===== src/include/roic_tg_params.svh =====
`ifndef ROIC_TG_PARAMS_SVH
`define ROIC_TG_PARAMS_SVH

// ==========================================================================
// timing generator sizes
// ==========================================================================
`define TG_NUM_CH        13         // IRST..DF_SM5
`define TG_PHASE_W       8          // 256 phases per line
`define TG_CNT_W         11         // up to 2048 clocks per line
`define TG_GATE_CH       6          // bit of GATE in the pulse vector

// channel i answers at base + i
`define TG_ADDR_BASE     8'h20

// ==========================================================================
// rise/fall values loaded at reset
// ==========================================================================
`define TG_DEF_RISE_IRST    8'd1
`define TG_DEF_FALL_IRST    8'd5
`define TG_DEF_RISE_SHR     8'd6
`define TG_DEF_FALL_SHR     8'd40
`define TG_DEF_RISE_SHS     8'd41
`define TG_DEF_FALL_SHS     8'd254
`define TG_DEF_RISE_LPF1    8'd16
`define TG_DEF_FALL_LPF1    8'd41
`define TG_DEF_RISE_LPF2    8'd229
`define TG_DEF_FALL_LPF2    8'd255
`define TG_DEF_RISE_TDEF    8'd128
`define TG_DEF_FALL_TDEF    8'd255
`define TG_DEF_RISE_GATE    8'd128
`define TG_DEF_FALL_GATE    8'd255
// shared by DF_SM0 to DF_SM5
`define TG_DEF_RISE_DF_SM   8'd128
`define TG_DEF_FALL_DF_SM   8'd255

`endif


===== src/source/roic_tg_pkg.sv =====
`include "roic_tg_params.svh"

package roic_tg_pkg;

    // ==========================================================================
    // widths with a meaning
    // ==========================================================================
    typedef logic [`TG_PHASE_W-1:0] phase_t;       // line phase, rise and fall
    typedef logic [`TG_CNT_W-1:0]   line_cnt_t;    // clock count within a line
    typedef logic [1:0]             scan_range_t;  // line is 256 << str clocks
    typedef logic [7:0]             reg_addr_t;
    typedef logic [15:0]            reg_data_t;
    typedef logic [`TG_NUM_CH-1:0]  pulse_vec_t;   // one bit per channel

    // ==========================================================================
    // bundles
    // ==========================================================================
    typedef struct packed {
        phase_t rise;                               // upper byte of a write
        phase_t fall;
    } edge_pair_t;

    typedef struct packed {
        logic      en;
        reg_addr_t addr;
        reg_data_t data;
    } reg_wr_t;

    typedef struct packed {
        phase_t phase;
        logic   step;                               // phase advances here
        logic   line_end;                           // last count of the line
        logic   sync_fire;                          // accepted frame sync
    } line_tick_t;

    // frame sync request handshake
    typedef enum logic [1:0] {
        SYNC_IDLE,
        SYNC_WAIT,
        SYNC_ACK
    } sync_state_t;

endpackage


===== src/source/timing_reg_bank.sv =====
`timescale 1ns/1ps
`include "roic_tg_params.svh"

module timing_reg_bank (
    input  logic                     clk,
    input  logic                     rst,
    input  roic_tg_pkg::reg_wr_t     reg_wr,
    input  logic                     bank_sel,
    input  roic_tg_pkg::line_tick_t  tick,
    output roic_tg_pkg::edge_pair_t  edges [`TG_NUM_CH]
);

    roic_tg_pkg::reg_wr_t wr_q;        // write port, one stage
    logic                 wr_bank_a;   // bank_sel travelling with the write

    // reset value of one channel
    function automatic roic_tg_pkg::edge_pair_t default_edge(input int unsigned ch);
        roic_tg_pkg::edge_pair_t e;
        case (ch)
            0: begin
                e.rise = `TG_DEF_RISE_IRST;
                e.fall = `TG_DEF_FALL_IRST;
            end
            1: begin
                e.rise = `TG_DEF_RISE_SHR;
                e.fall = `TG_DEF_FALL_SHR;
            end
            2: begin
                e.rise = `TG_DEF_RISE_SHS;
                e.fall = `TG_DEF_FALL_SHS;
            end
            3: begin
                e.rise = `TG_DEF_RISE_LPF1;
                e.fall = `TG_DEF_FALL_LPF1;
            end
            4: begin
                e.rise = `TG_DEF_RISE_LPF2;
                e.fall = `TG_DEF_FALL_LPF2;
            end
            5: begin
                e.rise = `TG_DEF_RISE_TDEF;
                e.fall = `TG_DEF_FALL_TDEF;
            end
            6: begin
                e.rise = `TG_DEF_RISE_GATE;
                e.fall = `TG_DEF_FALL_GATE;
            end
            default: begin
                e.rise = `TG_DEF_RISE_DF_SM;    // DF_SM0..5
                e.fall = `TG_DEF_FALL_DF_SM;
            end
        endcase
        return e;
    endfunction

    // ==========================================================================
    // write port register
    // ==========================================================================
    always_ff @(posedge clk or posedge rst) begin
        if (rst) begin
            wr_q      <= '0;
            wr_bank_a <= 1'b0;
        end else begin
            wr_q      <= reg_wr;
            wr_bank_a <= bank_sel;              // 1 selects bank A
        end
    end

    // ==========================================================================
    // per channel: two standby banks and the active set
    // ==========================================================================
    for (genvar i = 0; i < `TG_NUM_CH; i++) begin : g_ch
        roic_tg_pkg::edge_pair_t bank_a;
        roic_tg_pkg::edge_pair_t bank_b;
        roic_tg_pkg::edge_pair_t active;
        logic                    wr_hit;

        assign wr_hit = wr_q.en &&
                        (wr_q.addr == roic_tg_pkg::reg_addr_t'(`TG_ADDR_BASE + i));

        always_ff @(posedge clk or posedge rst) begin
            if (rst) begin
                bank_a <= default_edge(i);
                bank_b <= default_edge(i);
                active <= default_edge(i);
            end else begin
                if (wr_hit && wr_bank_a) begin
                    bank_a <= roic_tg_pkg::edge_pair_t'(wr_q.data);
                end
                if (wr_hit && !wr_bank_a) begin
                    bank_b <= roic_tg_pkg::edge_pair_t'(wr_q.data);
                end
                if (tick.sync_fire) begin
                    active <= bank_sel ? bank_b : bank_a;   // take the idle bank
                end
            end
        end

        assign edges[i] = active;
    end

endmodule


===== src/source/line_sequencer.sv =====
`timescale 1ns/1ps

module line_sequencer (
    input  logic                      clk,
    input  logic                      rst,
    input  roic_tg_pkg::scan_range_t  str,
    input  logic                      sync_req,
    output roic_tg_pkg::line_tick_t   tick,
    output logic                      sync_ack,
    output logic                      roic_a_bz
);

    roic_tg_pkg::line_cnt_t    cnt;
    roic_tg_pkg::line_cnt_t    cnt_last;     // 256 << str, minus one
    roic_tg_pkg::line_cnt_t    step_mask;    // low str bits
    roic_tg_pkg::sync_state_t  state;
    roic_tg_pkg::sync_state_t  state_nxt;
    logic                      line_end;
    logic                      sync_fire;
    logic                      a_bz;

    // ==========================================================================
    // line counter and phase
    // ==========================================================================
    always_comb begin
        cnt_last  = (roic_tg_pkg::line_cnt_t'(256) << str) - 1'b1;
        step_mask = (roic_tg_pkg::line_cnt_t'(1) << str) - 1'b1;
    end

    assign line_end = (cnt == cnt_last);

    always_ff @(posedge clk or posedge rst) begin
        if (rst) begin
            cnt <= '0;
        end else if (line_end) begin
            cnt <= '0;                           // wrap
        end else begin
            cnt <= cnt + 1'b1;
        end
    end

    always_comb begin
        tick.phase     = roic_tg_pkg::phase_t'(cnt >> str);
        tick.step      = ((cnt & step_mask) == '0);
        tick.line_end  = line_end;
        tick.sync_fire = sync_fire;
    end

    // a/b line toggle, restarts on an accepted sync
    always_ff @(posedge clk or posedge rst) begin
        if (rst) begin
            a_bz <= 1'b0;
        end else if (sync_fire) begin
            a_bz <= 1'b0;
        end else if (line_end) begin
            a_bz <= ~a_bz;
        end
    end

    // ==========================================================================
    // sync request handshake
    // ==========================================================================
    // only at the end of a b line
    assign sync_fire = (state == roic_tg_pkg::SYNC_WAIT) && line_end && !a_bz;

    always_comb begin
        state_nxt = state;
        case (state)
            roic_tg_pkg::SYNC_IDLE: begin
                if (sync_req) begin
                    state_nxt = roic_tg_pkg::SYNC_WAIT;
                end
            end
            roic_tg_pkg::SYNC_WAIT: begin
                if (sync_fire) begin
                    state_nxt = roic_tg_pkg::SYNC_ACK;
                end
            end
            roic_tg_pkg::SYNC_ACK: begin
                if (!sync_req) begin
                    state_nxt = roic_tg_pkg::SYNC_IDLE;   // requester let go
                end
            end
            default: state_nxt = roic_tg_pkg::SYNC_IDLE;
        endcase
    end

    always_ff @(posedge clk or posedge rst) begin
        if (rst) begin
            state <= roic_tg_pkg::SYNC_IDLE;
        end else begin
            state <= state_nxt;
        end
    end

    assign sync_ack  = (state == roic_tg_pkg::SYNC_ACK);
    assign roic_a_bz = a_bz;

endmodule


===== src/source/pulse_channel.sv =====
`timescale 1ns/1ps

module pulse_channel (
    input  logic                     clk,
    input  logic                     rst,
    input  roic_tg_pkg::line_tick_t  tick,
    input  roic_tg_pkg::edge_pair_t  edge_cfg,
    output logic                     level
);

    logic hit_rise;
    logic hit_fall;

    assign hit_rise = (tick.phase == edge_cfg.rise);
    assign hit_fall = (tick.phase == edge_cfg.fall);

    // ==========================================================================
    // pulse level, moves only on phase steps
    // ==========================================================================
    always_ff @(posedge clk or posedge rst) begin
        if (rst) begin
            level <= 1'b0;
        end else if (tick.sync_fire) begin
            level <= 1'b0;                       // new frame starts low
        end else if (tick.step) begin
            if (hit_rise) begin
                level <= 1'b1;                   // rise wins a tie
            end else if (hit_fall) begin
                level <= 1'b0;
            end
        end
    end

endmodule


===== src/source/pulse_output_stage.sv =====
`timescale 1ns/1ps
`include "roic_tg_params.svh"

module pulse_output_stage (
    input  logic                     clk,
    input  logic                     rst,
    input  roic_tg_pkg::pulse_vec_t  levels,
    input  logic                     aed_skip_oe,
    output roic_tg_pkg::pulse_vec_t  pulses,
    output logic                     gate_on,
    output logic                     tg_oe
);

    logic gate_lvl;

    assign gate_lvl = levels[`TG_GATE_CH];

    // ==========================================================================
    // output registers
    // ==========================================================================
    always_ff @(posedge clk or posedge rst) begin
        if (rst) begin
            pulses  <= '0;
            gate_on <= 1'b0;
            tg_oe   <= 1'b0;
        end else begin
            pulses  <= levels;
            gate_on <= gate_lvl;
            // AED skip forces the gate driver enabled
            tg_oe   <= aed_skip_oe | ~gate_lvl;
        end
    end

endmodule


===== src/source/roic_tg_top.sv =====
`timescale 1ns/1ps
`include "roic_tg_params.svh"

module roic_tg_top (
    input  logic                      clk,
    input  logic                      rst,
    input  roic_tg_pkg::scan_range_t  str,
    input  roic_tg_pkg::reg_wr_t      reg_wr,
    input  logic                      bank_sel,
    input  logic                      sync_req,
    input  logic                      aed_skip_oe,
    output logic                      sync_ack,
    output logic                      roic_sync_out,
    output logic                      roic_a_bz,
    output roic_tg_pkg::pulse_vec_t   pulses,
    output logic                      gate_on,
    output logic                      tg_oe
);

    roic_tg_pkg::line_tick_t  tick;
    roic_tg_pkg::edge_pair_t  edges [`TG_NUM_CH];
    roic_tg_pkg::pulse_vec_t  levels;              // raw channel levels

    // ==========================================================================
    // timing values and line timing
    // ==========================================================================
    timing_reg_bank u_bank (
        .clk      (clk),
        .rst      (rst),
        .reg_wr   (reg_wr),
        .bank_sel (bank_sel),
        .tick     (tick),
        .edges    (edges)
    );

    line_sequencer u_seq (
        .clk       (clk),
        .rst       (rst),
        .str       (str),
        .sync_req  (sync_req),
        .tick      (tick),
        .sync_ack  (sync_ack),
        .roic_a_bz (roic_a_bz)
    );

    assign roic_sync_out = tick.sync_fire;

    // ==========================================================================
    // pulse channels, IRST first, DF_SM5 last
    // ==========================================================================
    for (genvar i = 0; i < `TG_NUM_CH; i++) begin : g_pulse
        pulse_channel u_ch (
            .clk      (clk),
            .rst      (rst),
            .tick     (tick),
            .edge_cfg (edges[i]),
            .level    (levels[i])
        );
    end

    pulse_output_stage u_out (
        .clk         (clk),
        .rst         (rst),
        .levels      (levels),
        .aed_skip_oe (aed_skip_oe),
        .pulses      (pulses),
        .gate_on     (gate_on),
        .tg_oe       (tg_oe)
    );

endmodule


===== config.mk =====
export PLATFORM = sky130hd
export DESIGN_NAME = roic_tg_top
export DESIGN_NICKNAME = d
export VERILOG_FILES = /design/src/source/roic_tg_pkg.sv /design/src/source/timing_reg_bank.sv /design/src/source/line_sequencer.sv /design/src/source/pulse_channel.sv /design/src/source/pulse_output_stage.sv /design/src/source/roic_tg_top.sv
export VERILOG_INCLUDE_DIRS = /design/src /design/src/include
export SDC_FILE = /design/constraint.sdc
export NUM_CORES = 1
export LEC_CHECK = 0
export BUFFER_PORTS_ARGS = -buffer_cell sky130_fd_sc_hd__clkbuf_2
export CORE_ASPECT_RATIO = 2
export CORE_MARGIN = 2
export CORE_UTILIZATION = 63
export DETAILED_ROUTE_END_ITERATION = 16
export HOLD_SLACK_MARGIN = 0.06
export PLACE_DENSITY = 0.84
export SLEW_MARGIN = 10
export SYNTH_ARGS = -nofsm -noshare
export SYNTH_HDL_FRONTEND = slang
export SYNTH_SLANG_ARGS = --single-unit

===== constraint.sdc =====
create_clock -name clk -period 31.1 [get_ports clk]
set_input_delay 4.665 -clock clk [delete_from_list [all_inputs] [get_ports clk]]
set_output_delay 4.665 -clock clk [all_outputs]
set_load 0.01 [all_outputs]

==> impl_metrics.prom <==
# TYPE chip_impl_metric gauge
chip_impl_info{name="run_status",value="finished, final reports clean"} 1
chip_impl_metric{name="holdBufCountCts",unit=""} 0
chip_impl_metric{name="routabilityCongestion",unit=""} 0.8433
chip_impl_metric{name="synth.avg_cell_area",unit="um2"} 12.62
chip_impl_metric{name="cap_violations",unit=""} 0
chip_impl_metric{name="drt_first_iter_violations",unit=""} 1176
chip_impl_metric{name="fin_cells",unit=""} 3148
chip_impl_metric{name="ctsHtreeMaxLevel",unit=""} 2
chip_impl_metric{name="cp.required",unit="ns"} 26.44
chip_impl_metric{name="vias",unit=""} 19490
chip_impl_metric{name="ys_warn_count",unit=""} 0
chip_impl_info{name="setup.worst_path.class",value="primary input to output pin"} 1
chip_impl_metric{name="fill_count",unit=""} 3246
chip_impl_metric{name="insertion_delay",unit="ns"} 0.62
chip_impl_metric{name="finClkSkew",unit="ns"} 0.02329
chip_impl_metric{name="synth_edf_count",unit=""} 0
chip_impl_metric{name="worst-r2r-cell-count",unit=""} 9
chip_impl_info{name="worst_setup_path_start_kind",value="primary input"} 1
chip_impl_metric{name="dp_hpwl",unit="um"} 43580
chip_impl_metric{name="finalWirelength",unit="um"} 74350
chip_impl_info{name="worst_setup_path_end_kind",value="output pin"} 1
chip_impl_metric{name="final_total_power",unit="mW"} 2.165
chip_impl_metric{name="die_w",unit="um"} 161.3
chip_impl_info{name="tritoncts_clock_tree",value="done"} 1
chip_impl_metric{name="synth_nets",unit=""} 2505
chip_impl_metric{name="async_s_r_ff_share_synth",unit="%"} 100.0
chip_impl_metric{name="internal-power",unit="mW"} 1.523
chip_impl_metric{name="num_io_pins",unit=""} 50
chip_impl_metric{name="setup_viol_count_final",unit=""} 0
chip_impl_metric{name="track_usage",unit="%"} 29.52
chip_impl_metric{name="routed_wire_length_per_instance",unit="um"} 23.62
chip_impl_metric{name="port-buffer-count",unit=""} 49
chip_impl_info{name="rsz0062_at_grt",value="false"} 1
chip_impl_metric{name="placedCellCount",unit=""} 3040
chip_impl_metric{name="post-route-min-period",unit="ns"} 11.71
chip_impl_metric{name="cts.repair_timing.setup_buffer_count",unit=""} 0
chip_impl_metric{name="switching_share",unit="%"} 29.66
chip_impl_info{name="critical_path.cell_chain",value="clkbuf_2 -> inv_1 -> a32o_1 -> o211ai_4 -> buf_4 -> clkinv_1 -> clkbuf_2"} 1
chip_impl_metric{name="post_synth_inst_count",unit=""} 2471
chip_impl_metric{name="clk_pin_slew",unit="ns"} 0.07
chip_impl_info{name="worst_hold_path_type",value="flip-flop to flip-flop"} 1
chip_impl_info{name="timing.critical_path.mode_cell",value="sky130_fd_sc_hd__clkbuf_2"} 1
chip_impl_metric{name="antenna_found_initial",unit=""} 0
chip_impl_metric{name="initial_utilization",unit="%"} 63.55
chip_impl_metric{name="fraction_of_the_yosys_area_taken_by_sequential_cells",unit="%"} 56.73
chip_impl_metric{name="grt_pass1_wl",unit="um"} 116900
chip_impl_info{name="hold_end",value="u_out.pulses[7]"} 1
chip_impl_metric{name="coreArea",unit="um2"} 49070
chip_impl_info{name="clock_tree.root_cell",value="sky130_fd_sc_hd__clkbuf_16"} 1
chip_impl_metric{name="overflow",unit=""} 0
chip_impl_metric{name="rows",unit=""} 115
chip_impl_metric{name="clock.fmax",unit="GHz"} 0.08541
chip_impl_metric{name="hold_violations",unit=""} 0
chip_impl_metric{name="area.growth.synth_to_final",unit="%"} 8.839
chip_impl_metric{name="yosys.cell_types.count",unit=""} 63
chip_impl_metric{name="cts_buffers",unit=""} 57
chip_impl_metric{name="design.final.nets",unit=""} 2490
chip_impl_metric{name="ant_nets",unit=""} 0
chip_impl_metric{name="critical_path_arrival",unit="ns"} 7.04
chip_impl_info{name="worstReg2RegEnd",value="g_pulse[8].u_ch.level"} 1
chip_impl_metric{name="p_comb_share",unit="%"} 20.0
chip_impl_metric{name="worst_path_largest_cell_delay",unit="ns"} 0.65
chip_impl_metric{name="worstHoldPathCells",unit=""} 0
chip_impl_metric{name="detailedRoute.firstPassIterationCount",unit=""} 5
chip_impl_metric{name="seq_power_share",unit="%"} 44.8
chip_impl_info{name="synthFlopType",value="sky130_fd_sc_hd__dfrtp_1"} 1
chip_impl_info{name="crit_family",value="buffers and inverters"} 1
chip_impl_info{name="min-delay-start",value="g_pulse[7].u_ch.level"} 1
chip_impl_metric{name="vias_per_cell",unit=""} 6.190
chip_impl_metric{name="worstMarginPinSlew",unit="ns"} 1.340
chip_impl_metric{name="power.density_cell_area",unit="nW/um2"} 63.80
chip_impl_metric{name="dieArea",unit="um2"} 51400
chip_impl_metric{name="grt_max_degree",unit=""} 191
chip_impl_info{name="reg_to_reg_critical_path_startpoint",value="u_seq.cnt[8]"} 1
chip_impl_metric{name="final_min_period_over_clock_period",unit="%"} 37.65
chip_impl_metric{name="n_diodes",unit=""} 0
chip_impl_metric{name="drc",unit=""} 0
chip_impl_metric{name="cts.path.max_buffers",unit=""} 3
chip_impl_metric{name="post_cts_resize_count",unit=""} 0
chip_impl_metric{name="synthesis.area",unit="um2"} 31180
chip_impl_metric{name="worst-path-max-fanout",unit=""} 77
chip_impl_metric{name="clkPwrFrac",unit="%"} 35.2
chip_impl_metric{name="clkSinkCount",unit=""} 691
chip_impl_info{name="cpMaxStageDelayCell",value="sky130_fd_sc_hd__clkbuf_2"} 1
chip_impl_metric{name="worst-path-buf-inv",unit=""} 5
chip_impl_metric{name="switching_power",unit="uW"} 642.2
chip_impl_metric{name="power.leakage",unit="nW"} 14.78
chip_impl_metric{name="tns",unit="ns"} 0
chip_impl_metric{name="timing.max_slew.rel_slack",unit="%"} 10.68
chip_impl_metric{name="final_layout_size_suffix_gt1_share",unit="%"} 38.44
chip_impl_metric{name="final_max_slew_viol_count",unit=""} 0
chip_impl_metric{name="dieHeight",unit="um"} 318.6
chip_impl_metric{name="r2r_slack",unit="ns"} 26.43
chip_impl_metric{name="ir_drop_worst_case_vdd",unit="uV"} 51.02
chip_impl_metric{name="finished_core_util",unit="%"} 69.17
chip_impl_metric{name="yosys_register_bits",unit=""} 691
chip_impl_metric{name="first_global_vias",unit=""} 21000
-- state kept, by name (all words and copies together), names as in the netlist --
register / count
g_pulse.u_ch.level: 13
u_bank.edges: 208
u_bank.g_ch.bank_a: 208
u_bank.g_ch.bank_b: 208
u_bank.wr_bank_a: 1
u_bank.wr_q: 25
u_out.pulses: 13
u_out.tg_oe: 1
u_seq.cnt: 11
u_seq.roic_a_bz: 1
u_seq.state: 2
-- cells in the mapped netlist (all sizes together), types with 8 or more instances --
cell type	number	area, um2
a21oi	21	105.1
buf	58	345.3
clkbuf	121	454.2
dfrtp	373	9334
dfstp	318	8356
inv	14	52.55
mux2	422	4752
mux2i	223	2261
nand2	258	968.4
nand3	25	125.1
nand4	21	131.4
nor2	40	150.1
nor3	13	65.06
nor4	8	50.05
o21ai	229	1146
o221ai	9	78.83
xnor2	154	1349
xor2	63	551.8
-- through the flow --
step	setup slack (ns)	hold slack, ns	area, um2
final	19.39	0.3917	33940
after global routing	19.24	0.4142	33940
after CTS	19.42	0.3914	33940
after detailed placement	19.45	0.3786	31930
after global placement	19.49	0.3722	31930
after floorplan	7.586	0.3478	31180
-- layout by cell type (no fill, tap or decap), types with 5 or more instances in the layout --
master                      count
sky130_fd_sc_hd__mux4_2         7
sky130_fd_sc_hd__clkbuf_8      19
sky130_fd_sc_hd__o221ai_1       9
sky130_fd_sc_hd__dfrtp_1      373
sky130_fd_sc_hd__a211oi_1       7
sky130_fd_sc_hd__a21oi_1       21
sky130_fd_sc_hd__clkbuf_1      11
sky130_fd_sc_hd__mux2_2       422
sky130_fd_sc_hd__nand3_1       25
sky130_fd_sc_hd__nand4_1       21
sky130_fd_sc_hd__or4_1          6
sky130_fd_sc_hd__clkinv_2       9
sky130_fd_sc_hd__o2111ai_1      5
sky130_fd_sc_hd__dfstp_2      318
sky130_fd_sc_hd__xnor2_1      154
sky130_fd_sc_hd__clkbuf_16     59
sky130_fd_sc_hd__o22ai_1        5
sky130_fd_sc_hd__nor2_1        40
sky130_fd_sc_hd__clkbuf_2      48
sky130_fd_sc_hd__o211ai_1       5
sky130_fd_sc_hd__nand2_1      258
sky130_fd_sc_hd__buf_4         54
sky130_fd_sc_hd__o21ai_0      229
sky130_fd_sc_hd__nand2b_1       5
sky130_fd_sc_hd__mux2i_1      217
sky130_fd_sc_hd__nor4_1         8
sky130_fd_sc_hd__xor2_1        63
sky130_fd_sc_hd__inv_1         13
sky130_fd_sc_hd__bufinv_16      5
sky130_fd_sc_hd__nor3_1        13
-- power by group through the flow --
stage	Sequential, mW	Combinational, mW	Clock, mW
floorplan	0.963	0.305	0
global placement	0.982	0.415	0
detailed placement	0.985	0.425	0
CTS	0.970	0.427	0.772
global route	0.974	0.457	0.808
finish	0.971	0.433	0.762
-- worst register-to-register path: cells and delay by family, from the launching register on --
family | cells | cell delay (ns)
buf+inv | 4 | 2.94
simple gates | 1 | 0.09
flops | 1 | 0.67
compound gates | 4 | 0.89
-- kinds of logic (layout without fill, tap and decap cells) --
group | Yosys count | after routing | share of synthesized area [%]
DFF | 691 | 691 | 56.73
buffers and inverters | 194 | 228 | 2.744
and+or+nand+nor | 396 | 396 | 5.497
xor gates and xnor gates | 217 | 217 | 6.095
AOI/OAI and AO/OA | 319 | 319 | 5.862
muxes | 652 | 652 | 22.99
adders and majority gates | 2 | 2 | 0.08023
-- area by class of cell --
cell class / count / area [um2] / share of cell area, %
well taps: 643 / 804.5 / 2.370
clock inverters: 19 / 235.2 / 0.6931
clock buffers: 89 / 1779 / 5.242
inverters: 15 / 63.81 / 0.1880
repair buffers: 105 / 700.7 / 2.064
multi-input cells: 1586 / 12670 / 37.32
flip-flops and latches: 691 / 17690 / 52.12
-- routing by layer --
layer	global-route usage, %	share of wire [%]
met1	35.20	38
met2	50.33	51
met3	3.386	4.2
met4	19.37	7.1
met5	0	0
-- how the worst max path moves through the flow --
| stage | startpoint | end | slack (ns) | depth (start not counted) |
|---|---|---|---|---|
| 2_1_floorplan | rst | g_pulse[0].u_ch.level | 7.59 | 1 |
| 3_3_place_gp | str[1] | roic_sync_out | 19.49 | 7 |
| 3_5_place_dp | str[1] | roic_sync_out | 19.45 | 7 |
| 4_1_cts | str[1] | roic_sync_out | 19.42 | 7 |
| 5_1_grt | str[1] | roic_sync_out | 19.24 | 7 |
| 6_report | str[1] | roic_sync_out | 19.39 | 7 |
No activity file was read; power rests on OpenSTA's default activity.
